File: config.mk
export PLATFORM = sky130hd
export DESIGN_NAME = interrupt_unit
export DESIGN_NICKNAME = d
export VERILOG_FILES = /design/src/logic/s3g_regs_pkg.sv /design/src/logic/interrupt_unit.sv
export SDC_FILE = /design/constraint.sdc
export NUM_CORES = 1
export LEC_CHECK = 0
export ABC_AREA = 0
export BUFFER_PORTS_ARGS = -buffer_cell sky130_fd_sc_hd__clkbuf_2
export CORE_MARGIN = 2
export CORE_UTILIZATION = 54
export CTS_BUF_LIST = sky130_fd_sc_hd__clkbuf_4 sky130_fd_sc_hd__clkbuf_8 sky130_fd_sc_hd__clkbuf_16
export CTS_CLUSTER_DIAMETER = 150
export DETAILED_ROUTE_END_ITERATION = 6
export GPL_ROUTABILITY_DRIVEN = 0
export PLACE_DENSITY = 0.85
export SLEW_MARGIN = 25
export SYNTH_ARGS = -nofsm -noshare
export SYNTH_HDL_FRONTEND = slang
export SYNTH_SLANG_ARGS = --single-unit
File: constraint.sdc
create_clock -name clk -period 4.6 [get_ports clk]
set_input_delay 0.46 -clock clk [delete_from_list [all_inputs] [get_ports clk]]
set_output_delay 0.46 -clock clk [all_outputs]
set_load 0.01 [all_outputs]
File: src/logic/s3g_regs_pkg.sv
package s3g_regs_pkg;

    localparam int num_regs = 64;

    typedef logic [31:0] word_t;
    typedef logic [5:0]  reg_idx_t;

    // One word per register, register 0 in the low bits
    typedef word_t [num_regs-1:0] word_array_t;

    typedef logic [31:0] int_vec_t;

    typedef struct packed {
        logic     stb;
        reg_idx_t idx;
        word_t    data;
    } reg_write_t;

endpackage

File: src/logic/interrupt_unit.sv
module interrupt_unit #(
    parameter logic [31:0] holdoff_cycles = 32'd1000000
) (
    input  logic                    clk,
    input  logic                    rst,
    input  s3g_regs_pkg::int_vec_t  int_lines,
    input  s3g_regs_pkg::int_vec_t  int_clear,
    input  logic                    mask_wr,
    input  s3g_regs_pkg::int_vec_t  mask_value,
    input  logic                    timer_clear,
    input  logic                    int_sent,
    output logic                    int_request,
    output s3g_regs_pkg::int_vec_t  pending
);

    logic [31:0] mask;
    logic [31:0] timer;

    // Ready to report only once the holdoff has run out
    assign int_request = ((pending & mask) != '0) && (timer == '0);

    always_ff @(posedge clk)
    begin
        if (rst)
        begin
            pending <= '0;
            mask    <= '1;
            timer   <= '0;
        end
        else
        begin
            pending <= (pending & ~int_clear) | int_lines;  // Sticky

            if (mask_wr)
                mask <= mask_value;

            if (timer_clear)
                timer <= '0;
            else if (int_sent)
                timer <= holdoff_cycles;
            else if (timer != '0)
                timer <= timer - 32'd1;
        end
    end

endmodule

### After elaboration in Yosys (flattened, before gate mapping)

Index checks and enable logic that the tools add are counted.
W data, S select, Z words.

| storage, ports and cells | value |
|---|---|
| flip-flop bits (word level) | 96 |
| input bits | 101 |
| output and inout bits | 33 |
| word-level logic and storage cells | 18 |

| operators by class | value |
|---|---|
| add/sub/neg operators | 1 |
| muxes and demuxes | 2 |
| bitwise logic cells | 4 |
| reduce and logical (&&, ||, !) cells | 7 |

Operators by type and width:

| kind | count |
|---|---|
| $and A32 B32 Y32 | 2 |
| $reduce_bool A32 Y1 | 2 |
| $mux W20 | 2 |
| $logic_not A32 Y1 | 1 |
| $not A32 Y32 | 1 |
| $or A32 B32 Y32 | 1 |
| $sub A32 B1 Y32 const B | 1 |
| $reduce_or A3 Y1 | 1 |
| $reduce_bool A2 Y1 | 1 |
| $reduce_or A2 Y1 | 1 |
| $logic_and A1 B1 Y1 | 1 |

### Depth between registers and ports, before layout

| depth | value |
|---|---|
| depth after elaboration | 3 |
| gate-level depth with buffers | 8 |

### Least setup slack after synthesis

OpenSTA, ideal clock, no wires.

| path | value |
|---|---|
| path type | register to register |
| start point | register timer[3] |
| end point | register timer[17] |
| arrival | 2.121 ns |
| slack | 2.359 ns |
| cell stages (with the launch flop) | 7 |
| buffers on the path | 1 |
| clock period less this slack | 2.241 ns |
| cells stage by stage | dfxtp_1 -> or4_4 -> buf_6 -> or3_4 -> or3_1 -> o21a_1 -> o31a_1 |

| on the way | value |
|---|---|
| word-level cells in the longest chain between the ends | 3 |

RTL lines:

| what | line | RTL |
|---|---|---|
| from (decl) | interrupt_unit.sv:17 | `logic [31:0] timer;` |
| from (signal assigned) | interrupt_unit.sv:40 | `timer <= holdoff_cycles;` |
| from (signal assigned) | interrupt_unit.sv:42 | `timer <= timer - 32'd1;` |
| $sub A32 B1 Y32 | interrupt_unit.sv:42 |  |
| $mux W20 | interrupt_unit.sv:41 | `else if (timer != '0)` |
| $mux W20 | interrupt_unit.sv:39 | `else if (int_sent)` |

Parallel ways exist; a longest one is shown, timed or not. The select of a mux whose other input is x is not followed.
A chain may end at the register's enable or synchronous reset.

### Worst setup path in the final report

| path | value |
|---|---|
| start point | register timer[24] |
| end point | register timer[16] |

| on the way | value |
|---|---|
| word-level cells in the longest chain between the ends | 2 |

RTL lines:

| what | line |
|---|---|
| $reduce_bool A32 Y1 | interrupt_unit.sv:41 |
| $reduce_bool A2 Y1 (no line) | - |

No other way between the ends.

==> impl_results.md <==
* Status: complete, no violations
* Max-slew headroom at 43.7%
* Cell area after layout at 4940 um2
* Number of distinct library cells after synthesis at 50
* Final number of setup-violating endpoints at 0
* Leak Pwr at 0.00234 uW
* H-tree lvl count at 3
* RSZ-0062 raised after global routing: no
* Critical path required time at 4.85 ns
* Reg area at 1920 um2
* Global-route wire length before repair at 15600 um
* Placed Area at 4740 um2
* Pwr per Cell Area at 384 nW/um2
* Max-slew violations at 0
* Crit-path max FO at 14
* Hold path start: int_lines[5]
* Setup slack, reg-to-reg at 1.91 ns
* Multi-input gate area at 1870 um2
* Number of vias per cell at 5.38
* Sequential share of the synthesized area at 47.8%
* Maximum VDD drop at 0.000208 V
* Synthesized Nets at 553
* Residual DRC count at 0
* Row count at 31
* Clk sinks at 96
* Gate Count Post-Synth at 450
* Number of I/O port buffers at 133
* Largest net degree at the start of global routing at 67
* Yosys warning total at 0
* Post_cts resized at 0
* Worst setup SP type: register
* CP Capture Type: register
* Ys flop type: dfxtp_1
* Synth area leaders: dfxtp_1 (48%), a211o_1 (7.0%), a21oi_1 (5.5%)
* Hold Path Sink: pending[5]
* GR Util All Layers at 23.4%
* Post-CTS setup buffer count at 0
* Top-count cell post-synth: dfxtp_1
* FMAX at 371 MHz
* Asr flop ratio synth at 0%
* Iter 0 DRT Violations at 201
* Hold-fix buffers, CTS at 0
* Worst-Skew Late Latency at 0.35 ns
* CTS tree: done
* # IOs at 134
* Top-area cell type share of the netlist area at 47.8%
* FF-to-FF Start: timer[24]
* Clock Pin Slew Worst Setup and Hold Paths at 0.09 ns
* Worst Max-Slew Pin Slew at 0.839 ns
* Reg2reg end: timer[16]
* Filler cell count at 600
* WL final at 9470 um
* Hold Vio Cnt, Final at 0
* Yosys top cell by area: dfxtp_1
* Hold_ws at 0.303 ns
* Layout Nets at 679
* FF-to-FF path depth at 5
* Max-cap viol count at 0
* Synth top cells by count: dfxtp_1 (96), nor2_1 (52), a21oi_1 (44)
* Post-DR wirelength/cell at 13.9 um
* Layout area overhead at 23.0%
* Remaining antenna violation count at 0
* Drt pass-1 iters at 5
* Routed via count at 3657
* Floorplan Core Area at 7210 um2
* Synthesized cell area at 4020 um2
* Root buf cell: clkbuf_8
* Final worst path period share at 58.5%
* Bufs on Longest Clock Path at 2
* Worst Skew at 0.00776 ns
* Initial Util at 55.7%
* Post-synth EDFFs at 0
* Critical path class: reg2reg
* Share of cells above drive strength 1 at 27.4%
* Die span in y at 90.3 um
* CTS Buf Count at 9
* Hold depth at 3
* Mean post-synth cell area at 8.93 um2
* Vias in the first global route at 3525
* Seq cells post-synth at 96
* Die area at 8150 um2
* Grt total ovfl at 0
* Tmin final at 2.69 ns
* Hold Crit Class: in2reg
* Chip width at 90.3 um
* Detailed Place HPWL at 7050 um
* Setup TNS at 0 ns
* Critical Path AT at 2.94 ns
* Initial antenna violation count at 0
* Antenna fix cells at 0
critical path: stages, from the launching register on:
cell	delay (ns)
dfxtp_1	0.36
or4_1	0.62
nand4b_1	0.55
o21ai_0	0.66
nor3_1	0.11
o31a_1	0.29
power breakdown:
group / internal, uW / switching, uW
Clock: 268 / 291
Combinational: 180 / 233
Sequential: 886 / 42.1
Total: 1330 / 566
stage by stage:
| stage | std cells | power [uW] | setup WS (ns) | utilization (%) |
|---|---|---|---|---|
| after CTS | 680 | 1910 | 1.91 | 68.5 |
| final | 680 | 1900 | 1.91 | 68.5 |
| after detailed placement | 664 | 1360 | 1.93 | 65.7 |
| after global placement | 664 | 1340 | 2.07 | 65.7 |
| after global routing | 680 | 2000 | 1.72 | 68.5 |
| after floorplan | 450 | 1230 | 2.36 | - |
flip-flops by register name (all words and copies together), names as in the netlist:
signal	cells
mask	32
timer	32
pending	32
layout make-up:
class,instances,area share [%]
clock buffer,10,2.78
clock inverter,6,1.32
inverter,39,2.96
multi-input combinational,295,37.8
sequential,96,38.9
tap,99,2.51
timing repair buffer,135,13.8
routing by layer:
layer / up-vias / global-route usage (%) / part of all wire (%)
met2: 106 / 40.9 / 50
met1: 1682 / 27.9 / 42
met3: 13 / 5.26 / 6.2
met5: - / 0 / 0
li1: 1856 / - / -
met4: 0 / 9.23 / 1.7
logic make-up (layout without fill, tap and decap cells):
kind of cell | after synthesis | in the layout | synth area share [%]
fa+ha+maj | 2 | 2 | 0.622
buf+inv | 59 | 190 | 5.70
xor+xnor | 10 | 10 | 2.18
flops | 96 | 96 | 47.8
simple gates | 154 | 154 | 21.3
compound gates | 127 | 127 | 21.9
mux | 2 | 2 | 0.498
worst max-delay path by stage:
| stage | start | endpoint | slack (ns) | cells past startpoint |
|---|---|---|---|---|
| after detailed placement | timer[24] | timer[16] | 1.93 | 5 |
| after CTS | timer[14] | int_request | 1.91 | 5 |
| after global routing | timer[24] | timer[16] | 1.72 | 5 |
| after global placement | rst | timer[21] | 2.07 | 6 |
| after floorplan | timer[3] | timer[17] | 2.36 | 6 |
| final | timer[24] | timer[16] | 1.91 | 5 |
cell usage in the layout (no fill, tap or decap), drive strengths merged, types with 9 or more instances in the layout:
master    n
nor2     52
clkbuf  143
nor2b    33
o21ai     9
nor3     12
a21oi    44
a211o    32
nand2     9
dfxtp    96
or4      10
inv      41
Note: power is estimated with default switching activity, not from simulation.
