<file path="config.mk">
export PLATFORM = sky130hd
export DESIGN_NAME = command_fsm
export DESIGN_NICKNAME = d
export VERILOG_FILES = /design/src/logic/s3g_regs_pkg.sv /design/src/logic/s3g_proto_pkg.sv /design/src/logic/command_fsm.sv
export SDC_FILE = /design/constraint.sdc
export NUM_CORES = 1
export LEC_CHECK = 0
export ABC_CLOCK_PERIOD_IN_PS = 3100
export BUFFER_PORTS_ARGS = -buffer_cell sky130_fd_sc_hd__buf_2
export CAP_MARGIN = 10
export CORE_ASPECT_RATIO = 0.75
export CORE_MARGIN = 5
export CORE_UTILIZATION = 39
export CTS_BUF_LIST = sky130_fd_sc_hd__clkbuf_4
export DETAILED_ROUTE_END_ITERATION = 10
export HOLD_SLACK_MARGIN = 0.1
export PLACE_DENSITY_LB_ADDON = 0.2
export SLEW_MARGIN = 0
export SYNTH_ARGS = -nofsm -noshare
export SYNTH_HDL_FRONTEND = slang
export SYNTH_SLANG_ARGS = --single-unit
</file>
<file path="constraint.sdc">
create_clock -name clk -period 3.1 [get_ports clk]
set_input_delay 0.62 -clock clk [delete_from_list [all_inputs] [get_ports clk]]
set_output_delay 0.62 -clock clk [all_outputs]
set_load 0.01 [all_outputs]
</file>
<file path="src/logic/s3g_regs_pkg.sv">
package s3g_regs_pkg;

    localparam int num_regs = 64;

    typedef logic [31:0] word_t;
    typedef logic [5:0]  reg_idx_t;

    // One word per register, register 0 in the low bits
    typedef word_t [num_regs-1:0] word_array_t;

    typedef logic [31:0] int_vec_t;

    typedef struct packed {
        logic     stb;
        reg_idx_t idx;
        word_t    data;
    } reg_write_t;

endpackage

</file>
<file path="src/logic/s3g_proto_pkg.sv">
package s3g_proto_pkg;

    typedef logic [7:0] byte_t;

    // Command numbers, payload byte 0 of a request
    localparam byte_t op_version       = 8'd0;
    localparam byte_t op_write_out_reg = 8'd60;
    localparam byte_t op_read_in_reg   = 8'd61;
    localparam byte_t op_out_stbs      = 8'd62;
    localparam byte_t op_clear_ints    = 8'd63;
    localparam byte_t op_mask_ints     = 8'd64;

    // First payload byte of a response
    localparam byte_t rsp_ok        = 8'h81;
    localparam byte_t rsp_error     = 8'h80;
    localparam byte_t rsp_unknown   = 8'h85;
    localparam byte_t rsp_interrupt = 8'h50;

    typedef enum logic [2:0] {
        kind_none,
        kind_ok,
        kind_error,
        kind_unknown,
        kind_version,
        kind_read_reg,
        kind_interrupt
    } rsp_kind_t;

    // payload[0] holds the opcode
    typedef struct packed {
        byte_t        len;
        byte_t [5:0]  payload;
    } rx_packet_t;

    typedef struct packed {
        byte_t        len;
        byte_t [4:0]  payload;  // Code, then data low byte first
    } tx_packet_t;

endpackage
</file>
<file path="src/logic/command_fsm.sv">
module command_fsm (
    input  logic                       clk,
    input  logic                       rst,
    input  logic                       rx_packet_done,
    input  logic                       rx_packet_error,
    input  s3g_proto_pkg::rx_packet_t  rx_packet,
    input  logic                       tx_busy,
    input  logic                       int_request,
    output s3g_regs_pkg::reg_write_t   reg_write,
    output s3g_regs_pkg::int_vec_t     out_stbs,
    output s3g_regs_pkg::int_vec_t     int_clear,
    output logic                       mask_wr,
    output s3g_regs_pkg::int_vec_t     mask_value,
    output logic                       timer_clear,
    output logic                       int_sent,
    output s3g_proto_pkg::rsp_kind_t   rsp_kind,
    output s3g_regs_pkg::reg_idx_t     in_sel
);
    import s3g_proto_pkg::*;
    import s3g_regs_pkg::*;

    typedef enum logic [2:0] {
        st_idle,
        st_read,
        st_read_wait,
        st_delay,
        st_busy
    } state_t;

    state_t   state;
    state_t   next_state;
    byte_t    opcode;
    word_t    arg;      // Bytes 1..4, little endian
    word_t    wr_word;  // Bytes 2..5 for WRITE_OUT_REG
    int_vec_t next_stbs;
    reg_idx_t next_in_sel;

    assign opcode     = rx_packet.payload[0];
    assign arg        = {rx_packet.payload[4], rx_packet.payload[3],
                         rx_packet.payload[2], rx_packet.payload[1]};
    assign wr_word    = {rx_packet.payload[5], rx_packet.payload[4],
                         rx_packet.payload[3], rx_packet.payload[2]};
    assign mask_value = arg;

    always_comb
    begin
        next_state  = state;
        next_in_sel = in_sel;
        next_stbs   = '0;
        rsp_kind    = kind_none;
        reg_write   = '0;
        int_clear   = '0;
        mask_wr     = 1'b0;
        timer_clear = 1'b0;
        int_sent    = 1'b0;

        case (state)
            st_idle:
                if (rx_packet_done)
                begin
                    next_state = st_delay;
                    if (rx_packet.len == 8'd0)
                        rsp_kind = kind_ok;  // Ping
                    else
                    begin
                        case (opcode)
                            op_version:
                                rsp_kind = kind_version;
                            op_write_out_reg:
                            begin
                                reg_write.stb  = 1'b1;
                                reg_write.idx  = rx_packet.payload[1][5:0];
                                reg_write.data = wr_word;
                                rsp_kind       = kind_ok;
                            end
                            op_read_in_reg:
                            begin
                                next_in_sel = rx_packet.payload[1][5:0];
                                next_state  = st_read;  // Reply after the word settles
                            end
                            op_out_stbs:
                            begin
                                next_stbs = arg;
                                rsp_kind  = kind_ok;
                            end
                            op_clear_ints:
                            begin
                                int_clear   = arg;
                                timer_clear = 1'b1;
                                rsp_kind    = kind_ok;
                            end
                            op_mask_ints:
                            begin
                                mask_wr  = 1'b1;
                                rsp_kind = kind_ok;
                            end
                            default:
                                rsp_kind = kind_unknown;
                        endcase
                    end
                end
                else if (rx_packet_error)
                begin
                    rsp_kind   = kind_error;
                    next_state = st_delay;
                end
                else if (int_request)
                begin
                    rsp_kind   = kind_interrupt;
                    int_sent   = 1'b1;  // Reloads the holdoff timer
                    next_state = st_delay;
                end
            st_read:
                next_state = st_read_wait;
            st_read_wait:
            begin
                rsp_kind   = kind_read_reg;
                next_state = st_delay;
            end
            st_delay:
                next_state = st_busy;  // tx_busy not yet up
            st_busy:
                if (!tx_busy)
                    next_state = st_idle;
            default:
                next_state = st_idle;
        endcase
    end

    always_ff @(posedge clk)
    begin
        if (rst)
        begin
            state    <= st_idle;
            in_sel   <= '0;
            out_stbs <= '0;
        end
        else
        begin
            state    <= next_state;
            in_sel   <= next_in_sel;
            out_stbs <= next_stbs;  // One-cycle pulse
        end
    end

endmodule

</file>
Word level (Yosys, flattened, before mapping)
Index checks and enable logic that the tools add are counted.
{"block": "word_totals", "output_inout_bits": 147, "in_bits": 62, "wordCells": 58, "reg_bits": 41}
{"block": "classes", "reduce_logical": 7, "n_eq_ne": 11, "n_mux": 33, "bitwise_logic": 4}
{"operator": "$mux 39", "count": 4}
{"operator": "$mux 32", "count": 4}
{"operator": "$eq 8x6->1 const B", "count": 4}
{"operator": "$mux 3", "count": 8}
{"operator": "$logic_not 8->1", "count": 2}
{"operator": "$pmux 3 s5", "count": 1}
{"operator": "$mux 1", "count": 12}
{"operator": "$pmux 3 s3", "count": 1}
{"operator": "$eq 8x7->1 const B", "count": 1}
{"operator": "$eq 3x2->1 const B", "count": 2}
{"operator": "$pmux 3 s2", "count": 1}
{"operator": "$reduce_or 5->1", "count": 1}
{"operator": "$mux 2", "count": 2}
{"operator": "$ne 4x4->1 const B", "count": 1}
{"operator": "$not 1->1", "count": 4}
{"operator": "$reduce_and 4->1", "count": 1}
{"operator": "$reduce_or 4->1", "count": 1}
{"operator": "$eq 3x1->1 const B", "count": 1}
{"operator": "$eq 3x3->1 const B", "count": 1}
{"operator": "$logic_not 3->1", "count": 1}
{"operator": "$ne 2x2->1 const B", "count": 1}
{"operator": "$reduce_and 2->1", "count": 1}

Depth between registers and ports, before layout
{"block": "depth", "depth_word": 6, "ltp_mapped": 7, "ltp_nobuf": 4}

Least setup slack after synthesis
No wires, ideal clock.
{"block": "synth_path", "path_type": "in2out", "from": "in rx_packet[53] (netlist bit)", "to": "out reg_write[19] (netlist bit)", "n_path_buf": 2, "t_arrival_ns": 1.941, "path_slack_ns": 0.539, "stages": 6, "required_ns": 2.480, "cell_sequence": "or4_4 > o211ai_4 > nor4_4 > buf_6 > buf_6 > and2_4"}
{"item": "from (decl)", "line_no": "command_fsm.sv:6", "text": "input s3g_proto_pkg::rx_packet_t rx_packet,"}
{"item": "to (decl)", "line_no": "command_fsm.sv:9", "text": "output s3g_regs_pkg::reg_write_t reg_write,"}

==> impl_metrics.sql <==
INSERT INTO impl_metrics (metric_group, metric, value, unit) VALUES
('critical_path', 'timing.rr.end', 'in_sel[3]', ''),
('logic_synthesis', 'synthMostInstantiatedCell', 'and2_1', ''),
('critical_path', 'reg2reg_setup_slack', '1.30', 'ns'),
('floorplan', 'die_height', '76.5', 'um'),
('critical_path', 'timing.critical_path.fanout_max', '19', ''),
('final_layout', 'nets', '498', ''),
('timing', 'final_hold_viol_count', '0', ''),
('clock_tree', 'cts_buffers', '5', ''),
('logic_synthesis', 'post_synthesis_cells', '255', ''),
('critical_path', 'worst_ep_arrival', '2.35', 'ns'),
('global_route', 'grt_antenna_before_repair', '0', ''),
('global_route', 'grt_pass1_wl', '10.9', 'mm'),
('route', 'remaining_drc_errors', '0', ''),
('placed_design', 'detailed_place_hpwl', '5.45', 'mm'),
('route', 'via_count', '2267', ''),
('final_layout', 'multi_input_area', '1180', 'um^2'),
('logic_synthesis', 'synth_enable_flop_cells', '0', ''),
('placed_design', 'dp_worst_setup_slack', '-0.00246', 'ns'),
('clock_tree', 'clk_transition_reported_paths', '0.13', 'ns'),
('critical_path', 'worstRegToRegCells', '4', ''),
('final_layout', 'n_antenna_cell', '0', ''),
('logic_synthesis', 'ys_warn_count', '0', ''),
('final_layout', 'seqCellArea', '821', 'um^2'),
('floorplan', 'rows', '24', ''),
('timing', 'achievable-frequency', '337', 'MHz'),
('logic_synthesis', 'synth.top_cell.area_share', '0.357', ''),
('timing', 'setup-violations-final', '0', ''),
('min_path', 'timing.hold.worst.class', 'flip-flop to flip-flop', ''),
('timing', 'fin_setup_tns', '0', 'ns'),
('logic_synthesis', 'synth.cells.most_frequent', 'and2_1, dfxtp_1, buf_4', ''),
('route', 'dr.first_iter.drc_count', '41', ''),
('timing', 'layout_worst_path_cycle_share', '0.958', ''),
('route', 'detail_route.first_pass.iterations', '4', ''),
('outcome', 'status', 'finished, final reports clean', ''),
('logic_synthesis', 'syn-mean-instance-area', '9.01', 'um^2'),
('logic_synthesis', 'cell_area_synth', '2300', 'um^2'),
('logic_synthesis', 'synth_cell_types', '35', ''),
('logic_synthesis', 'asyncSetResetFlopFracSynth', '0', ''),
('critical_path', 'critical_path.endpoint_type', 'output pin', ''),
('logic_synthesis', 'ys_seq_elements', '41', ''),
('clock_tree', 'clock-sinks', '41', ''),
('final_layout', 'layout-area-overhead-vs-synth', '42.4', '%'),
('floorplan', 'floorplan.die_area', '7540', 'um^2'),
('floorplan', 'ioPinCount', '209', ''),
('timing', 'finalMaxSlewViolations', '0', ''),
('timing', 'final_critical_path_setup_slack', '0.130', 'ns'),
('critical_path', 'kind_of_critical_path', 'input port to output pin', ''),
('timing', 'worst_slew_margin_rel', '0.472', ''),
('min_path', 'worst_hold_startpoint', 'in_sel[0]', ''),
('clock_tree', 'ctsResizeCount', '0', ''),
('timing', 'clock_skew', '0.0140', 'ns'),
('logic_synthesis', 'postSynthNetCount', '317', ''),
('final_layout', 'layout.cell_area.non_filler', '3270', 'um^2'),
('clock_tree', 'clock-root-buffer', 'clkbuf_4', ''),
('final_layout', 'drive_gt1_frac', '0.562', ''),
('global_route', 'number_of_global_route_vias_before_repair', '2245', ''),
('flow_run', 'maxCapViolations', '0', ''),
('min_path', 'whs_endpoint', 'in_sel[0]', ''),
('logic_synthesis', 'synth_sequential_area_ratio', '0.357', ''),
('min_path', 'holdPathStages', '2', ''),
('timing', 'worst-slew-pin-transition', '0.785', 'ns'),
('global_route', 'largest_net_degree_at_the_start_of_global_routing', '33', ''),
('pwr', 'power.density', '285', 'nW/um^2'),
('clock_tree', 'max-clock-path-buffers', '2', ''),
('floorplan', 'floorplan.die.width', '98.6', 'um'),
('final_layout', 'fill_cell_count', '568', ''),
('route', 'detail_route.wirelength', '6.89', 'mm'),
('clock_tree', 'htree_levels', '2', ''),
('logic_synthesis', 'yosys_most_used_dff', 'dfxtp_1', ''),
('logic_synthesis', 'synth_area_leaders', 'dfxtp_1, and2_1, buf_4, and2_4, nand2b_1', ''),
('placed_design', 'buffer_ports.inserted', '208', '');
-- how the worst max path moves through the flow --
stage	endpoint	slack, ns	depth (start not counted)
2_1_floorplan	reg_write[19]	0.54	6
3_3_place_gp	reg_write[29]	0.03	7
3_5_place_dp	int_clear[22]	-0.002	7
4_1_cts	reg_write[29]	0.1	7
5_1_grt	reg_write[29]	0.0007	7
6_report	reg_write[28]	0.13	7
-- worst max-delay path, cell delays in order --
cell and delay [ns]:
buf_2 0.09, nand4_1 0.12, or3_4 0.40, nor4_4 0.64, buf_12 0.22, and2_4 0.14, buf_2 0.12
-- power by group --
| part | switching, uW | internal [uW] | total [uW] |
|---|---|---|---|
| Sequential | 8.09 | 530 | 538 |
| Combinational | 80.5 | 68.2 | 149 |
| Clock | 163 | 81.7 | 245 |
| Total | 251 | 680 | 932 |
-- final cells by class --
type	count	area share
sequential	41	0.251
clock inverter	2	0.00344
multi-input combinational	169	0.360
timing repair buffer	217	0.343
inverter	2	0.00229
clock buffer	5	0.0115
tap	78	0.0298
-- per-layer routing --
layer	wire length, um	track usage
met2	3480	0.327
met4	27	0.0341
met1	2700	0.191
met5	0	0
met3	684	0.0531
-- per-stage QoR --
| step | hold slack [ns] | std cells | total power [uW] |
|---|---|---|---|
| 6_report | 0.482 | 514 | 932 |
| 5_1_grt | 0.490 | 514 | 986 |
| 4_1_cts | 0.483 | 514 | 947 |
| 3_5_place_dp | 0.463 | 502 | 698 |
| 3_3_place_gp | 0.456 | 502 | 696 |
| 2_1_floorplan | 0.493 | 255 | 636 |
-- layout by cell type, fill, tap and decap left out, types with 2 or more instances in the layout --
cell / n
nand2_1: 3
o211ai_1: 2
buf_2: 208
and2_4: 10
inv_1: 2
nor4_1: 2
a21oi_1: 2
buf_4: 8
or4_4: 2
clkbuf_4: 5
nor2_1: 13
mux2i_1: 6
nor3_1: 2
nand2b_1: 12
nand4_1: 2
dfxtp_1: 41
and2_1: 93
nor4_4: 3
-- state kept, by name, summed over array words and instances (netlist names) --
register	cells
out_stbs	32
in_sel	6
state	3
-- what timing repair did --
item | in CTS | in global routing
setup buffers | 4 | 0
setup endpoints to repair | 35 | 0
hold buffers | 0 | 0
-- cells by family after synthesis --
| family | Yosys count | synth area share |
|---|---|---|
| buffers and inverters | 46 | 0.136 |
| AO/OA/AOI/OAI | 12 | 0.0436 |
| AND/OR/NAND/NOR | 150 | 0.437 |
| multiplexers | 6 | 0.0261 |
| flip-flops | 41 | 0.357 |
Note: power is estimated with default switching activity, not from simulation.
